File: src/fragPipe_macros.svh
/*
 * Fragment back end widths
 * Tile index, stored depth and colour channel sizes, plus the
 * default length of the pipeline delay lines
 */

`ifndef FRAGPIPE_MACROS_SVH
`define FRAGPIPE_MACROS_SVH

// Tile index width, 64 entries per tile
`define FB_INDEX_WIDTH 6

// Stored depth, unsigned fraction of 1.0
`define DEPTH_WIDTH 16

// One colour channel
`define SUB_PIXEL_WIDTH 8

// Default stage count of a delay line
`define VALUE_DELAY_DEFAULT 1

`endif
File: src/tileBuffer.sv
/*
 * Tile buffer
 * Register array with synchronous write-first read and a whole-array clear
 */

`timescale 1ns/10ps
`include "fragPipe_macros.svh"

module tileBuffer #(
    parameter type T = logic,
    parameter int  DEPTH_ENTRIES = 1 << `FB_INDEX_WIDTH
) (
    input  logic                             aclk,
    input  logic [$clog2(DEPTH_ENTRIES)-1:0] readIndex,
    output T                                 readData,
    input  logic                             wrEnable,
    input  logic [$clog2(DEPTH_ENTRIES)-1:0] wrIndex,
    input  T                                 wrData,
    input  logic                             clear,
    input  T                                 clearValue
);

    T mem [DEPTH_ENTRIES];

    // Clear wins over a write on the same edge
    always_ff @(posedge aclk)
    begin
        if (clear)
            for (int i = 0; i < DEPTH_ENTRIES; i++)
                mem[i] <= clearValue;
        else if (wrEnable)
            mem[wrIndex] <= wrData;
    end

    // A read on the committing edge already sees the new entry
    always_ff @(posedge aclk)
    begin
        if (clear)
            readData <= clearValue;
        else if (wrEnable && (wrIndex == readIndex))
            readData <= wrData;
        else
            readData <= mem[readIndex];
    end

endmodule

File: config.mk
export PLATFORM = sky130hd
export DESIGN_NAME = tileBuffer
export DESIGN_NICKNAME = d
export VERILOG_FILES = /design/src/tileBuffer.sv
export VERILOG_INCLUDE_DIRS = /design/src
export SDC_FILE = /design/constraint.sdc
export NUM_CORES = 1
export LEC_CHECK = 0
export ABC_CLOCK_PERIOD_IN_PS = 2000
export BUFFER_PORTS_ARGS = -buffer_cell sky130_fd_sc_hd__buf_2
export CORE_ASPECT_RATIO = 1.4
export CORE_UTILIZATION = 56
export DETAILED_ROUTE_END_ITERATION = 8
export PLACE_DENSITY = 0.73
export SETUP_SLACK_MARGIN = 0.15
export SYNTH_ARGS = -nofsm -noshare
export SYNTH_HDL_FRONTEND = slang
export SYNTH_SLANG_ARGS = --single-unit
File: constraint.sdc
create_clock -name aclk -period 2 [get_ports aclk]
set_clock_uncertainty 0.05 [all_clocks]
set_input_delay 0.4 -clock aclk [delete_from_list [all_inputs] [get_ports aclk]]
set_output_delay 0.4 -clock aclk [all_outputs]
set_load 0.01 [all_outputs]
# Word-level counts from Yosys, hierarchy flattened
# Memory sizes are Yosys's and may differ from the RTL's.
# Cells that the tools add are included.
# Widths: inputs -> output; s select.
# totals
regBits,1
latch_bits,0
ramBits,64
rom_bits,0
input_bits,17
out_inout_bits,1
elab_cells,15
mem_count,1
# memory_table
name,depth,width,read_ports,rd_ports_with_merged_regs,wr,line,source
mem,64,1,1,0,64,tileBuffer.sv:23,T mem [DEPTH_ENTRIES];
# op_classes
add_sub_neg,0
mul,0
div_mod_pow,0
order_cmp,0
n_eq_ne,1
shift,0
mux,10
bitwise,0
reduce_logical,2
# op_table
operator,count
$mux 1,9
$eq 6x6->1,1
$mux 6,1
$logic_and 1x1->1,1
$reduce_or 1->1,1

# Logic depth before layout (Yosys ltp)
# logic_depth
ltp_word,5
ltp_mapped,7
mapped_depth_nobuf,5

# Worst setup path after synthesis
# No wires, ideal clock.
# synth_timing
kind,input to register
startpoint,in wrEnable
endpoint,mem mem[29] in the netlist's numbering (data pin)
setup_time_ns,0.260
arrival_ns,1.628
t_required_ns,1.690
slack_ns,0.062
cell_stages,7
n_path_buf,2
path_cell_list,buf_2 > and2b_1 > nand2_1 > or2_1 > clkbuf_1 > nor2_1 > mux2_2
# synth_rtl
element,line,source
"start, declared",tileBuffer.sv:16,"input logic wrEnable,"
"end, declared",tileBuffer.sv:23,

# Final worst setup path
# layout_timing
startpoint,mem mem[19] in the netlist's numbering
endpoint,reg readData
# layout_via
elab_chain_cells,3
# layout_rtl
element,line,source
$mem_v2 64x1,n/a,
$mux 1,tileBuffer.sv:40,else if (wrEnable && (wrIndex == readIndex))
$mux 1,tileBuffer.sv:38,if (clear)
"end signal, assigned",tileBuffer.sv:39,readData <= clearValue;
"end signal, assigned",tileBuffer.sv:41,readData <= wrData;
"end signal, assigned",tileBuffer.sv:43,readData <= mem[readIndex];
"end, declared",tileBuffer.sv:15,"output T readData,"
# No other way between the ends.

==> key figures <==
Route
  – Final WL: 10.5 mm
  – DR WL/cell: 19.1 µm
  – Via count: around 3200
  – # DRC: 0
  – Via density: 5.86
  – DRT Pass-1 Iters: 4
  – Antenna viol nets, final: 0
  – DRT iter0 DRCs: a little over 300

Yosys
  – Warnings, synthesis: 0
  – Post-synth net total: around 430
  – Number of synthesized flops with an enable pin: between 60 and 70
  – Syn_area_per_cell: between 10 and 15 µm²
  – Count of different cell masters after synthesis: 45
  – Cells after Synth: approximately 410
  – Sequential element share of the synthesized area: 44.6%
  – Post-Syn Area: approximately 4400 µm²
  – Post-synth top flop: edfxtp_1
  – Async SR Flop Fraction: 0%
  – Synthesized flop and latch total: 65

Critical path
  – Crit Path Category: reg -> reg
  – Crit path arrival time: 1890 ps
  – Startpoint Class: flop
  – Top delay family on crit path: compound AO/OA/AOI/OAI gates
  – Slowest cell delay on critical path: around 480 ps
  – Crit path required time: ~2200 ps
  – CP cell instances: mux4_2 > nand2_1 > o21ai_1 > a2111oi_2 > a31oi_1
  – WP buf/inv: 0
  – Worst setup EP type: flop
  – CP max-delay cell: mux4_2
  – Critical path fanouts, max: 1

Cells and area
  – # diodes: 0
  – Nets: 468
  – Most frequent cells in the layout: 64 x edfxtp_1, 52 x nand2_1, 49 x buf_4, 45 x mux2_2, 40 x nor2_1
  – Finished Core Util: around 66%
  – Commonest non-fill, non-tap cell in the layout: edfxtp_1
  – Proportion of layout cells with a drive suffix above 1: 40.4%
  – Non-Filler Instances: roughly 550
  – Area delta synth->final: 13.5%

Pwr
  – Max VDD drop: approximately 0.00038 V
  – Leak pwr: 1.80 nW
  – PD cells: between 600 and 700 nW/µm²

CTS
  – Clock buffer count from CTS: 9
  – CTS tree: built
  – Clk root buf: clkbuf_8
  – CTS sink count: 65
  – Worst-path clk slew: 70 ps
  – Clk_lat worst skew: 350 ps
  – Post_cts resized: 0
  – Post-CTS repair timing setup buffer count: 0
  – Post-CTS Hold Fix Bufs: 0
  – Htree depth: 3
  – CTS Buffer Depth: 2

Placement
  – Dpl hpwl: between 7 and 8 mm
  – Gp weighted congestion: roughly 0.85
  – # port buffers: 17
  – Placed cells: about 540

Floorplan
  – Die Ht: about 110 µm
  – DIE WIDTH: 76.5 µm
  – Initial Util: between 50% and 60%
  – Row cnt: 37
  – Ports: 18
  – Total core area: about 7500 µm²
  – Die ar.: about 8000 µm²

Global route
  – Initial antenna violation count: 0
  – Largest net degree at the start of global routing: between 60 and 70
  – Vias in the first global route: around 3300
  – First-pass GRT wire length: approximately 17 mm
  – GRT Overall Usage: between 20% and 30%
  – Gr ovfl total: 0

Timing
  – Fin. max-slew vios: 0
  – Slew headroom: a little under three fifths
  – Fin crit period: around 1700 ps
  – Hold Vio Cnt, Final: 0
  – Worst Max-Slew Pin Slew: approximately 660 ps
  – Period utilization: a little under nine tenths
  – RSZ-0062 raised after global routing: no
  – Fin Setup TNS: 0 ps
  – FMAX: 582 MHz
  – Count of final setup violators: 0

Worst hold path
  – Worst Hold Class: in -> reg

Run status
  – Status: finished, final reports clean

Run
  – Max-cap violations: 0
==> report_power, final <==
group	total (W)	switching (W)	internal [W]	leakage (nW)
registers	0.00166	0.0000393	0.00162	0.635
logic	0.000490	0.000250	0.000240	1.09
clock network	0.000970	0.000536	0.000434	0.0799
total	0.00312	0.000825	0.00229	1.80
==> routing by layer <==
layer | vias to the layer above | track usage [%] | part of all wire (%)
li1 | 1554 | - | -
met1 | 1544 | 34.7 | 40
met2 | 118 | 47.8 | 50
met3 | 27 | 3.52 | 6.0
met4 | 0 | 14.4 | 3.6
met5 | - | 0 | 0
==> worst reg2reg max path: cells and delay by family (launching register included) <==
family / cells / cell delay, ps
and+or+nand+nor: 1 / 90
muxes: 1 / 480
DFF: 1 / 400
AOI/OAI and AO/OA: 3 / 580
==> final timing paths <==
| path | from | end | slack, ps | depth (start not counted) |
|---|---|---|---|---|
| worst min register to register | mem[21] | readData | 850 | 5 |
| worst min-delay path | wrEnable | mem[23] | 390 | 2 |
| worst max register to register | mem[19] | readData | 280 | 5 |
| worst max-delay path | mem[19] | readData | 280 | 5 |
==> layout make-up <==
cell class              count  area [µm²]
flip-flops and latches     65        1940
clock buffers               9         124
clock inverters             7        37.5
repair buffers             67         475
fillers                   586        2510
well taps                  97         121
multi-input cells         305        2230
inverters                   3        11.3
==> cell usage after synthesis (2+ instances only) <==
| master | n | area share, % |
|---|---|---|
| or3b_2 | 2 | 0.40 |
| nand4b_1 | 3 | 0.60 |
| buf_2 | 10 | 1.1 |
| nor2_1 | 45 | 3.9 |
| mux2_2 | 45 | 12 |
| nor2b_1 | 3 | 0.43 |
| mux4_2 | 8 | 4.1 |
| a31oi_1 | 2 | 0.29 |
| or2_2 | 33 | 4.7 |
| and2_1 | 3 | 0.43 |
| clkbuf_1 | 24 | 2.1 |
| nand2_1 | 52 | 4.5 |
| nor3b_1 | 3 | 0.52 |
| nand4_1 | 3 | 0.43 |
| inv_1 | 3 | 0.26 |
| a31o_2 | 6 | 1.2 |
| buf_4 | 2 | 0.34 |
| nand3b_1 | 5 | 0.86 |
| edfxtp_1 | 64 | 44 |
| o21ai_0 | 19 | 2.2 |
| xor2_1 | 3 | 0.60 |
| mux2i_1 | 2 | 0.46 |
| xnor2_1 | 3 | 0.60 |
| nor4_1 | 2 | 0.29 |
| nand3_1 | 14 | 1.6 |
| mux4_1 | 7 | 4.2 |
| nand2b_1 | 27 | 3.9 |
==> state kept, by name, indices dropped and copies added (netlist names) <==
register,count
mem,64
readData,1
==> logic make-up after synthesis <==
kind of cell / count (synthesis) / share of synthesized area (%)
XOR/XNOR: 6 / 1.21
AND/OR/NAND/NOR: 202 / 23.7
flip-flops: 65 / 44.6
buffers and inverters: 41 / 4.54
multiplexers: 62 / 20.5
AO/OA/AOI/OAI: 35 / 5.43
==> through the flow <==
stage	area [µm²]	hold slack [ps]	total power (W)	setup WS [ps]
final	4940	386	0.00312	282
after global routing	4940	399	0.00323	177
after CTS	4940	374	0.00313	235
after detailed placement	4780	742	0.00218	-140
after global placement	4780	735	0.00216	-105
after floorplan	4380	549	0.00201	148
No activity file was read; power rests on OpenSTA's default activity.
