File: src/fragPipe_macros.svh
/*
 * Fragment back end widths
 * Tile index, stored depth and colour channel sizes, plus the
 * default length of the pipeline delay lines
 */

`ifndef FRAGPIPE_MACROS_SVH
`define FRAGPIPE_MACROS_SVH

// Tile index width, 64 entries per tile
`define FB_INDEX_WIDTH 6

// Stored depth, unsigned fraction of 1.0
`define DEPTH_WIDTH 16

// One colour channel
`define SUB_PIXEL_WIDTH 8

// Default stage count of a delay line
`define VALUE_DELAY_DEFAULT 1

`endif
File: src/fragPipePkg.sv
/*
 * Fragment back end types
 * Pixel, fragment, configuration and buffer write structs together
 * with the compare function and blend factor encodings
 */

`include "fragPipe_macros.svh"

package fragPipePkg;

    // RGBA colour with alpha in the low byte
    typedef struct packed {
        logic [`SUB_PIXEL_WIDTH-1:0] r;
        logic [`SUB_PIXEL_WIDTH-1:0] g;
        logic [`SUB_PIXEL_WIDTH-1:0] b;
        logic [`SUB_PIXEL_WIDTH-1:0] a;
    } pixel_t;

    typedef logic [`FB_INDEX_WIDTH-1:0] fbIndex_t;
    typedef logic [`DEPTH_WIDTH-1:0] depth_t;

    // Depth is 32 bit fixed point, bit 31 set means negative
    typedef struct packed {
        pixel_t      color;
        logic [31:0] depth;
        fbIndex_t    index;
    } fragment_t;

    // Incoming value is compared against the reference
    typedef enum logic [2:0] {
        cmpNever,
        cmpLess,
        cmpEqual,
        cmpLessEqual,
        cmpGreater,
        cmpNotEqual,
        cmpGreaterEqual,
        cmpAlways
    } compareFunc_e;

    typedef enum logic [2:0] {
        blendZero,
        blendOne,
        blendSrcAlpha,
        blendOneMinusSrcAlpha,
        blendDstAlpha,
        blendOneMinusDstAlpha
    } blendFactor_e;

    // Static while fragments are in flight
    typedef struct packed {
        compareFunc_e                alphaFunc;
        logic [`SUB_PIXEL_WIDTH-1:0] alphaRef;
        compareFunc_e                depthFunc;
        logic                        depthEnable;
        blendFactor_e                blendSrc;
        blendFactor_e                blendDst;
    } fragConf_t;

    typedef struct packed {
        logic     enable;
        fbIndex_t index;
        pixel_t   color;
    } colorWrite_t;

    typedef struct packed {
        logic     enable;
        fbIndex_t index;
        depth_t   depth;
    } depthWrite_t;

endpackage

File: src/framebufferPipeline.sv
/*
 * Fragment pipeline
 * Depth clamp and buffer read, alpha and depth test with blend,
 * then registered write-back, four cycles from input to output
 */

`timescale 1ns/10ps
`include "fragPipe_macros.svh"

module framebufferPipeline import fragPipePkg::*; (
    input  logic        aclk,
    input  logic        rstN,
    input  fragConf_t   conf,
    input  logic        fragValid,
    input  fragment_t   frag,
    output logic        fragmentProcessed,
    output fbIndex_t    readIndex,
    input  pixel_t      colorIn,
    input  depth_t      depthIn,
    output colorWrite_t colorWr,
    output depthWrite_t depthWr
);

    // Negative goes to 0, above 1.0 saturates
    function automatic depth_t clampDepth(input logic [31:0] z);
        if (z[31])
            return '0;
        else if (|z[30:`DEPTH_WIDTH])
            return '1;
        else
            return z[`DEPTH_WIDTH-1:0];
    endfunction

    //////////////////////////////////////////////////////////////////////////
    // Step 0  buffer read, one cycle
    //////////////////////////////////////////////////////////////////////////
    logic     step0Valid;
    fbIndex_t step0Index;
    depth_t   step0Depth;
    pixel_t   step0Color;

    // Both buffers share the address
    assign readIndex = frag.index;

    valueDelay #(.T(logic), .DELAY(1))
        step0ValidDelay (.aclk(aclk), .in(fragValid), .out(step0Valid));
    valueDelay #(.T(fbIndex_t), .DELAY(1))
        step0IndexDelay (.aclk(aclk), .in(frag.index), .out(step0Index));
    valueDelay #(.T(depth_t), .DELAY(1))
        step0DepthDelay (.aclk(aclk), .in(clampDepth(frag.depth)), .out(step0Depth));
    valueDelay #(.T(pixel_t), .DELAY(1))
        step0ColorDelay (.aclk(aclk), .in(frag.color), .out(step0Color));

    //////////////////////////////////////////////////////////////////////////
    // Step 1  tests and blend, two cycles
    //////////////////////////////////////////////////////////////////////////
    logic     step1Valid;
    fbIndex_t step1Index;
    depth_t   step1Depth;
    pixel_t   step1Color;
    logic     alphaOk;
    logic     depthOk;
    logic     step1Pass;

    valueDelay #(.T(logic), .DELAY(2))
        step1ValidDelay (.aclk(aclk), .in(step0Valid), .out(step1Valid));
    valueDelay #(.T(fbIndex_t), .DELAY(2))
        step1IndexDelay (.aclk(aclk), .in(step0Index), .out(step1Index));
    valueDelay #(.T(depth_t), .DELAY(2))
        step1DepthDelay (.aclk(aclk), .in(step0Depth), .out(step1Depth));

    colorBlender blender (
        .aclk(aclk), .rstN(rstN),
        .srcFactor(conf.blendSrc), .dstFactor(conf.blendDst),
        .srcColor(step0Color), .dstColor(colorIn),
        .color(step1Color)
    );

    compareFunc #(.WIDTH(`SUB_PIXEL_WIDTH)) alphaTest (
        .aclk(aclk), .rstN(rstN), .func(conf.alphaFunc),
        .refVal(conf.alphaRef), .val(step0Color.a), .success(alphaOk)
    );

    // Clamped incoming depth against the stored depth
    compareFunc #(.WIDTH(`DEPTH_WIDTH)) depthTest (
        .aclk(aclk), .rstN(rstN), .func(conf.depthFunc),
        .refVal(depthIn), .val(step0Depth), .success(depthOk)
    );

    always_ff @(posedge aclk or negedge rstN)
    begin
        if (!rstN)
            step1Pass <= 1'b0;
        else
            step1Pass <= alphaOk && (depthOk || !conf.depthEnable);
    end

    //////////////////////////////////////////////////////////////////////////
    // Step 2  write-back, one cycle
    //////////////////////////////////////////////////////////////////////////
    logic     colorWe;
    logic     depthWe;
    fbIndex_t wrIndex;
    pixel_t   wrColor;
    depth_t   wrDepth;

    always_ff @(posedge aclk or negedge rstN)
    begin
        if (!rstN)
        begin
            fragmentProcessed <= 1'b0;
            colorWe <= 1'b0;
            depthWe <= 1'b0;
        end
        else
        begin
            fragmentProcessed <= step1Valid;
            colorWe <= step1Valid && step1Pass;
            depthWe <= step1Valid && step1Pass && conf.depthEnable;
        end
    end

    // Payload only moves with a live fragment
    always_ff @(posedge aclk)
    begin
        if (step1Valid)
        begin
            wrIndex <= step1Index;
            wrColor <= step1Color;
            wrDepth <= step1Depth;
        end
    end

    assign colorWr = '{enable: colorWe, index: wrIndex, color: wrColor};
    assign depthWr = '{enable: depthWe, index: wrIndex, depth: wrDepth};

endmodule

File: src/colorBlender.sv
/*
 * Colour blender
 * Two stage per channel blend, src * srcFactor + dst * dstFactor,
 * shifted down by 8 and saturated to the channel range
 */

`timescale 1ns/10ps
`include "fragPipe_macros.svh"

module colorBlender import fragPipePkg::*; (
    input  logic         aclk,
    input  logic         rstN,
    input  blendFactor_e srcFactor,
    input  blendFactor_e dstFactor,
    input  pixel_t       srcColor,
    input  pixel_t       dstColor,
    output pixel_t       color
);

    localparam int CH = `SUB_PIXEL_WIDTH;

    // Alpha 255 must map to a full weight of 256
    function automatic logic [CH:0] alphaWeight(input logic [CH-1:0] alpha);
        return {1'b0, alpha} + (CH+1)'(alpha[CH-1]);
    endfunction

    function automatic logic [CH:0] factorWeight(
        input blendFactor_e    f,
        input logic [CH-1:0]   srcA,
        input logic [CH-1:0]   dstA
    );
        case (f)
            blendZero:             return '0;
            blendOne:              return (CH+1)'(1 << CH);
            blendSrcAlpha:         return alphaWeight(srcA);
            blendOneMinusSrcAlpha: return (CH+1)'(1 << CH) - alphaWeight(srcA);
            blendDstAlpha:         return alphaWeight(dstA);
            blendOneMinusDstAlpha: return (CH+1)'(1 << CH) - alphaWeight(dstA);
            default:               return '0;
        endcase
    endfunction

    // Channel view, index 0 is alpha and 3 is red
    logic [3:0][CH-1:0]  srcCh;
    logic [3:0][CH-1:0]  dstCh;
    logic [3:0][CH-1:0]  outCh;
    logic [CH:0]         srcW;
    logic [CH:0]         dstW;
    logic [2*CH:0]       srcProd [4];
    logic [2*CH:0]       dstProd [4];

    assign srcCh = srcColor;
    assign dstCh = dstColor;
    assign srcW  = factorWeight(srcFactor, srcColor.a, dstColor.a);
    assign dstW  = factorWeight(dstFactor, srcColor.a, dstColor.a);

    //////////////////////////////////////////////////////////////////////////
    // Stage 1  weighted products
    //////////////////////////////////////////////////////////////////////////
    always_ff @(posedge aclk or negedge rstN)
    begin
        if (!rstN)
        begin
            for (int i = 0; i < 4; i++)
            begin
                srcProd[i] <= '0;
                dstProd[i] <= '0;
            end
        end
        else
        begin
            for (int i = 0; i < 4; i++)
            begin
                srcProd[i] <= srcCh[i] * srcW;
                dstProd[i] <= dstCh[i] * dstW;
            end
        end
    end

    //////////////////////////////////////////////////////////////////////////
    // Stage 2  sum, shift and saturate
    //////////////////////////////////////////////////////////////////////////
    always_ff @(posedge aclk or negedge rstN)
    begin
        logic [2*CH+1:0] sum;
        if (!rstN)
        begin
            outCh <= '0;
        end
        else
        begin
            for (int i = 0; i < 4; i++)
            begin
                sum = srcProd[i] + dstProd[i];
                // Anything at or above 256 after the shift clips to 255
                outCh[i] <= (|sum[2*CH+1:2*CH]) ? {CH{1'b1}} : sum[2*CH-1:CH];
            end
        end
    end

    assign color = outCh;

endmodule

File: src/compareFunc.sv
/*
 * Registered compare unit
 * Evaluates val against refVal with the selected compare function
 */

`timescale 1ns/10ps

module compareFunc import fragPipePkg::*; #(
    parameter int WIDTH = 8
) (
    input  logic             aclk,
    input  logic             rstN,
    input  compareFunc_e     func,
    input  logic [WIDTH-1:0] refVal,
    input  logic [WIDTH-1:0] val,
    output logic             success
);

    always_ff @(posedge aclk or negedge rstN)
    begin
        if (!rstN)
        begin
            success <= 1'b0;
        end
        else
        begin
            case (func)
                cmpNever:        success <= 1'b0;
                cmpLess:         success <= val < refVal;
                cmpEqual:        success <= val == refVal;
                cmpLessEqual:    success <= val <= refVal;
                cmpGreater:      success <= val > refVal;
                cmpNotEqual:     success <= val != refVal;
                cmpGreaterEqual: success <= val >= refVal;
                default:         success <= 1'b1;
            endcase
        end
    end

endmodule

File: src/valueDelay.sv
/*
 * Value delay line
 * Shifts any payload type through DELAY registers without reset
 */

`timescale 1ns/10ps
`include "fragPipe_macros.svh"

module valueDelay #(
    parameter type T = logic,
    parameter int  DELAY = `VALUE_DELAY_DEFAULT
) (
    input  logic aclk,
    input  T     in,
    output T     out
);

    // Stage 0 holds the newest value
    T stages [DELAY];

    always_ff @(posedge aclk)
    begin
        stages[0] <= in;
        for (int i = 1; i < DELAY; i++)
        begin
            stages[i] <= stages[i-1];
        end
    end

    assign out = stages[DELAY-1];

endmodule

File: config.mk
export PLATFORM = sky130hd
export DESIGN_NAME = framebufferPipeline
export DESIGN_NICKNAME = d
export VERILOG_FILES = /design/src/fragPipePkg.sv /design/src/framebufferPipeline.sv /design/src/colorBlender.sv /design/src/compareFunc.sv /design/src/valueDelay.sv
export VERILOG_INCLUDE_DIRS = /design/src
export SDC_FILE = /design/constraint.sdc
export NUM_CORES = 2
export LEC_CHECK = 0
export BUFFER_PORTS_ARGS = -buffer_cell sky130_fd_sc_hd__buf_4
export CAP_MARGIN = 0
export CORE_MARGIN = 2
export CORE_UTILIZATION = 55
export CTS_CLUSTER_DIAMETER = 40
export DETAILED_ROUTE_END_ITERATION = 10
export PLACE_DENSITY = 0.73
export RECOVER_POWER = 25
export SETUP_SLACK_MARGIN = 0.15
export SYNTH_ARGS = -nofsm -noshare
export SYNTH_HDL_FRONTEND = slang
export SYNTH_HIERARCHICAL = 1
export SYNTH_SLANG_ARGS = --single-unit
File: constraint.sdc
create_clock -name aclk -period 13.8 [get_ports aclk]
set_input_delay 1.38 -clock aclk [delete_from_list [all_inputs] [get_ports aclk]]
set_output_delay 1.38 -clock aclk [all_outputs]
set_load 0.1 [all_outputs]
# Yosys cells after proc, flatten, opt, wreduce, memory -nomap -nowiden
# Memory sizes are Yosys's and may differ from the RTL's. A register that Yosys moved wholly into a read port is not among the register bits.
# Cells that the tools add are included.
[op_classes]
n_addsub = 8
mul = 8
div = 0
order_cmp = 8
n_eq_ne = 26
shifts = 0
n_mux = 10
bitwise = 0
reduce_logical = 12
[ops]
columns = ["operator", "n"]
rows = [
  ["$mul 8x9->17", 8],
  ["$pmux 9 s5", 2],
  ["$add 17x17->18", 4],
  ["$mux 16", 2],
  ["$mux 8", 4],
  ["$eq 3x3->1 const B", 10],
  ["$eq 3x2->1 const B", 8],
  ["$add 8x1->9", 2],
  ["$sub 9x9->9 const A", 2],
  ["$eq 16x16->1", 1],
  ["$ge 16x16->1", 1],
  ["$gt 16x16->1", 1],
  ["$le 16x16->1", 1],
  ["$lt 16x16->1", 1],
  ["$ne 16x16->1", 1],
  ["$reduce_or 15->1", 1],
  ["$pmux 1 s7", 2],
  ["$eq 3x1->1 const B", 4],
  ["$eq 8x8->1", 1],
  ["$ge 8x8->1", 1],
  ["$gt 8x8->1", 1],
  ["$le 8x8->1", 1],
  ["$lt 8x8->1", 1],
  ["$ne 8x8->1", 1],
  ["other kinds (5)", 11],
]
[word_totals]
reg_bits = 206
latch_bits = 0
ramBits = 101
romBits = 0
inputBits = 142
output_inout_bits = 69
word_cells = 101
memories = 7
[mem_list]
columns = ["name", "depth", "word_bits", "read_ports", "rd_clocked_by_memory_dff", "wr", "line_no", "text"]
rows = [
  ["step0ColorDelay.stages", 1, 32, 1, 0, 1, "valueDelay.sv:19", "T stages [DELAY];"],
  ["step1DepthDelay.stages", 2, 16, 2, 1, 2, "valueDelay.sv:19", ""],
  ["step0DepthDelay.stages", 1, 16, 1, 0, 1, "valueDelay.sv:19", ""],
  ["step1IndexDelay.stages", 2, 6, 2, 1, 2, "valueDelay.sv:19", ""],
  ["step0IndexDelay.stages", 1, 6, 1, 0, 1, "valueDelay.sv:19", ""],
  ["step1ValidDelay.stages", 2, 1, 2, 0, 2, "valueDelay.sv:19", ""],
  ["+1 memories", "n/a", "n/a", "n/a", "n/a", "n/a", "n/a", ""],
]

# Longest topological paths before layout
[depth]
ltp_word = 4
depth_mapped = 27
depth_no_buf = 26

# Hierarchy
# The synthesis kept the hierarchy.
[modules_own_cells]
columns = ["mod", "instances", "cells_per_inst", "area_each_um2"]
rows = [
  ["colorBlender", 1, 2862, 26565.5],
  ["framebufferPipeline", 1, 122, 2222.1],
  ["valueDelay at step1DepthDelay", 1, 48, 760.7],
  ["valueDelay at step0ColorDelay", 1, 32, 640.6],
  ["compareFunc at depthTest", 1, 62, 474.2],
  ["valueDelay at step0DepthDelay", 1, 16, 320.3],
  ["valueDelay at step1IndexDelay", 1, 18, 285.3],
  ["compareFunc at alphaTest", 1, 34, 264.0],
  ["valueDelay at step0IndexDelay", 1, 6, 120.1],
  ["valueDelay at step1ValidDelay", 1, 2, 40.0],
  ["valueDelay at step0ValidDelay", 1, 1, 20.0],
]

# Worst setup path after synthesis
# OpenSTA, ideal clock, no wires.
[synth_path]
path_kind = "input -> register"
start = "input colorIn[0] (netlist name)"
end = "register blender/dstProd[16] (netlist name)"
setup_ps = 80
arrival_time_ps = 7564
slack_ps = 6157
stages = 23
path_buffers = 1
path_cell_list = "ha_1 -> ha_1 -> xor2_1 -> or3_4 -> or3_4 -> and4_4 -> o311a_1 -> a211oi_4 -> buf_4 -> nor2b_1 -> fa_1 -> fa_1 -> fa_1 -> inv_1 -> fa_1 -> inv_1 -> ha_1 -> a211o_1 -> o211a_1 -> nor3_1 -> o2111ai_1 -> a21oi_1 -> xnor2_1"
[synth_via]
elab_chain_cells = 4
[synth_lines]
columns = ["item", "line_no", "text"]
rows = [
  ["start, declared", "framebufferPipeline.sv:18", "input pixel_t colorIn,"],
  ["$add 8x1->9 (*)", "colorBlender.sv:24", "return {1'b0, alpha} + (CH+1)'(alpha[CH-1]);"],
  ["$sub 9x9->9", "colorBlender.sv:38", "blendOneMinusDstAlpha: return (CH+1)'(1 << CH) - alphaWeight(dstA);"],
  ["$pmux 9 s5 (*)", "colorBlender.sv:32", "case (f)"],
  ["$mul 8x9->17 (*)", "colorBlender.sv:75", "dstProd[i] <= dstCh[i] * dstW;"],
  ["end signal, assigned by index", "colorBlender.sv:75", ""],
  ["end, declared", "colorBlender.sv:50", "logic [2*CH:0] dstProd [4];"],
]
# Mark *: on every way between the ends. The rest lies on a longest branch, timed or not.
# A chain may end at the register's enable or synchronous reset.

# Final worst setup path
[layout_path]
start = "input colorIn[7] (netlist name)"
end = "register blender/dstProd[16] (netlist name)"
# The elaborated chain is that of the path after synthesis.

==> flow_summary.ini <==
[outcome]
status = finished, violations left
failed_checks = capacitance limit, slew limit

[global_route]
grt.overflow.total = 0
grt_antenna_before_repair = 0
grt_util_met1 = 0.2963
track_usage = 0.2546
grt_pass1_vias = 24819
grt_pass1_wl_um = 122100
grtUsageMet3 = 0.02886
grtUsageMet2 = 0.4776
grt_max_degree = 69
busiest_layer = met2

[critical_path]
cp_slowest_stage_delay_ns = 0.55
cp.required_ns = 14.28
crit_path_end = blender/dstProd[16]
critical_path.max_fanout = 32
cp-end-kind = register
cp_cell_sequence = buf_4, ha_1, ha_1, xor2_1, or3_4, or3_4, and4_4, o311a_1, a211oi_4, buf_4, nor2b_1, fa_1, fa_1, fa_1, inv_1, fa_1, inv_1, ha_1, a211o_1, o211a_1, nor3_1, o2111ai_1, a21oi_1, xnor2_1
cpMostUsedCell = fa_1
crit_start = colorIn[7]
startpoint_type = input pin
regToRegSetupSlack_ns = 6.22
crit_type = input pin to register
reg2reg_from = step0ColorDelay/stages[0][7]
cp_slowest_cell = fa_1
arrival_ns = 8.35
r2r_end = blender/dstProd[16]
r2r.worst_path.cells = 25

[clock_tree]
cts_tree = yes
postCtsSetupRepairBufs = 0
cts_sinks = 329
insertion_delay_ns = 0.59
cts_resized = 0
clk_pin_slew_ns = 0.06
root_buffer = clkbuf_16
htree_levels = 2
cts_buffer_depth = 3
numCtsBuffers = 42
hold_buffers = 0

[layout]
multi_input_area_um2 = 21370
finish.utilization = 0.6147
nFillCells = 4643
drive_gt1_frac = 0.09758
regArea_um2 = 7999
area_growth_pct = 11.20
fin_nets = 4217

[drt]
drt_first_pass_iters = 5
vias = 22938
drt_iter0_markers = 1081
routed_wl_um = 73830
drc = 0
wl_per_cell_um = 17.80
ant_nets = 0
via_per_inst = 5.530

[timing]
max_slew.worst_pin.slew_ns = 3.398
hold_viol = 0
final.setup_skew_ns = 0.02632
post-route-period-util = 0.5699
setup_viol_count_final = 0
setup_tns_ns = 0
slew_violations = 118
relSlewSlack = -1.265
period_needed_ns = 7.865
rsz0062_at_grt = no
timing.fmax_ghz = 0.1272

[die]
core_um2 = 57370
fp.dieH_um = 244.1
die_area_um2 = 59600
initial_utilization = 0.5528
io_pins = 211
num_rows = 88
die_w_um = 244.1

[synth]
synth-edff-count = 54
async_reset_ff_frac = 0.5289
netlist_top_cells_count = inv_1 (480), ha_1 (390), nor2b_1 (346), fa_1 (336), dfrtp_1 (174)
yosys.area.top_type_share = 0.2121
syn-num-nets = 4071
yosysMostFrequentCell = inv_1
syn_area_per_cell_um2 = 9.901
synthTopCellsByArea = fa_1 (21%), ha_1 (15%), dfrtp_1 (14%), nor2b_1 (6.8%), dfxtp_1 (6.4%)
synth_top_area_cell = fa_1
ys_warn_count = 6
synth_top_flop_cell = dfrtp_1
netlist_area_um2 = 31710
yosys_register_bits = 329
synth.distinct_cells = 83
syn_inst = 3203
seq_area_frac_synth = 0.2522

[worst_hold_path]
hold_path.class = register to register

[power]
powerDensity_nw_per_um2 = 147.1
p_leak_nw = 17.54
ir_drop_v = 0.0002103

[placement]
io_buffers = 210
hpwlAfterDp_um = 56560
gp_congestion = 0.9050

[job]
drv_cap = 2
## worst max-delay path: cells and delay by family
kind,cells,cell delay (ns)
AO/OA/AOI/OAI,6,1.49
buffers and inverters,4,0.68
XOR/XNOR,2,0.32
AND/OR/NAND/NOR,5,1.47
adder cells (fa/ha/maj),7,3.00
## through the flow
step           setup WS (ns)  area [µm²]  power (W)  hold WS (ns)  std cells
4_1_cts                5.943       35290   0.005229        0.3260       4147
3_5_place_dp           5.365       33870   0.004111        0.3121       4070
2_1_floorplan          6.157       31710   0.003389        0.3096       3203
6_report               5.935       35260   0.005189        0.3226       4148
3_3_place_gp           5.539       33870   0.004012        0.3103       4070
5_1_grt                5.553       35260   0.005599        0.3304       4147
## cell families after synthesis
logic type	synth area share
muxes	0.002604
adders and majority gates	0.3660
DFF	0.2522
and+or+nand+nor	0.1761
buffers and inverters	0.07792
xor gates and xnor gates	0.03784
AOI/OAI and AO/OA	0.08735
## per-layer routing
| layer | part of all wire | vias up |
|---|---|---|
| li1 | - | 10678 |
| met1 | 0.40 | 11556 |
| met2 | 0.53 | 523 |
| met3 | 0.035 | 181 |
| met4 | 0.037 | 0 |
| met5 | 0 | - |
## sequential cells by signal, summed over array words and instances, names as in the netlist, 2 cells and up
signal and cells:
blender/dstProd 68, wrIndex 6, blender/srcProd 68, step0IndexDelay/stages 6, colorWr 32, step1ValidDelay/stages 2
blender/color 32, wrDepth 16, step1DepthDelay/stages 32, step0DepthDelay/stages 16, step1IndexDelay/stages 12, step0ColorDelay/stages 32
## area by class of cell
type / instances / area share
diodes: 1 / 0.00007096
flip-flops and latches: 329 / 0.2268
clock buffers: 53 / 0.03215
inverters: 482 / 0.05131
well taps: 765 / 0.02714
multi-input cells: 2263 / 0.6060
repair buffers: 231 / 0.04843
clock inverters: 24 / 0.008090
## worst min path at each step
| stage | startpoint | endpoint | slack (ns) | cells past startpoint |
|---|---|---|---|---|
| after global routing | step1DepthDelay/stages[0][14] | step1DepthDelay/stages[0][30] | 0.33 | 0 |
| after floorplan | step1DepthDelay/stages[0][0] | step1DepthDelay/stages[0][16] | 0.31 | 0 |
| after global placement | step1DepthDelay/stages[0][15] | step1DepthDelay/stages[0][31] | 0.31 | 0 |
| after detailed placement | step1DepthDelay/stages[0][3] | step1DepthDelay/stages[0][19] | 0.31 | 0 |
| after CTS | step1DepthDelay/stages[0][1] | step1DepthDelay/stages[0][17] | 0.33 | 0 |
| final | step1DepthDelay/stages[0][4] | step1DepthDelay/stages[0][20] | 0.32 | 0 |
## layout by cell type, fill, tap and decap left out, types with 44 or more instances in the layout
| master | n |
|---|---|
| dfrtp_1 | 174 |
| inv_1 | 480 |
| nor2b_1 | 346 |
| a21oi_1 | 122 |
| nand2b_1 | 103 |
| edfxtp_1 | 54 |
| and2_1 | 147 |
| buf_4 | 189 |
| xor2_1 | 44 |
| ha_1 | 390 |
| fa_1 | 336 |
| o21ai_0 | 76 |
| xnor2_1 | 93 |
| nor2_1 | 90 |
| dfxtp_1 | 100 |
| nand2_1 | 116 |
## where the power goes
part           switching (W)  total, W  internal, W
combinational        0.00165   0.00270      0.00105
clock               0.000448   0.00109     0.000638
sequential          0.000137   0.00140      0.00126
Power figures use the tool's default switching activity.
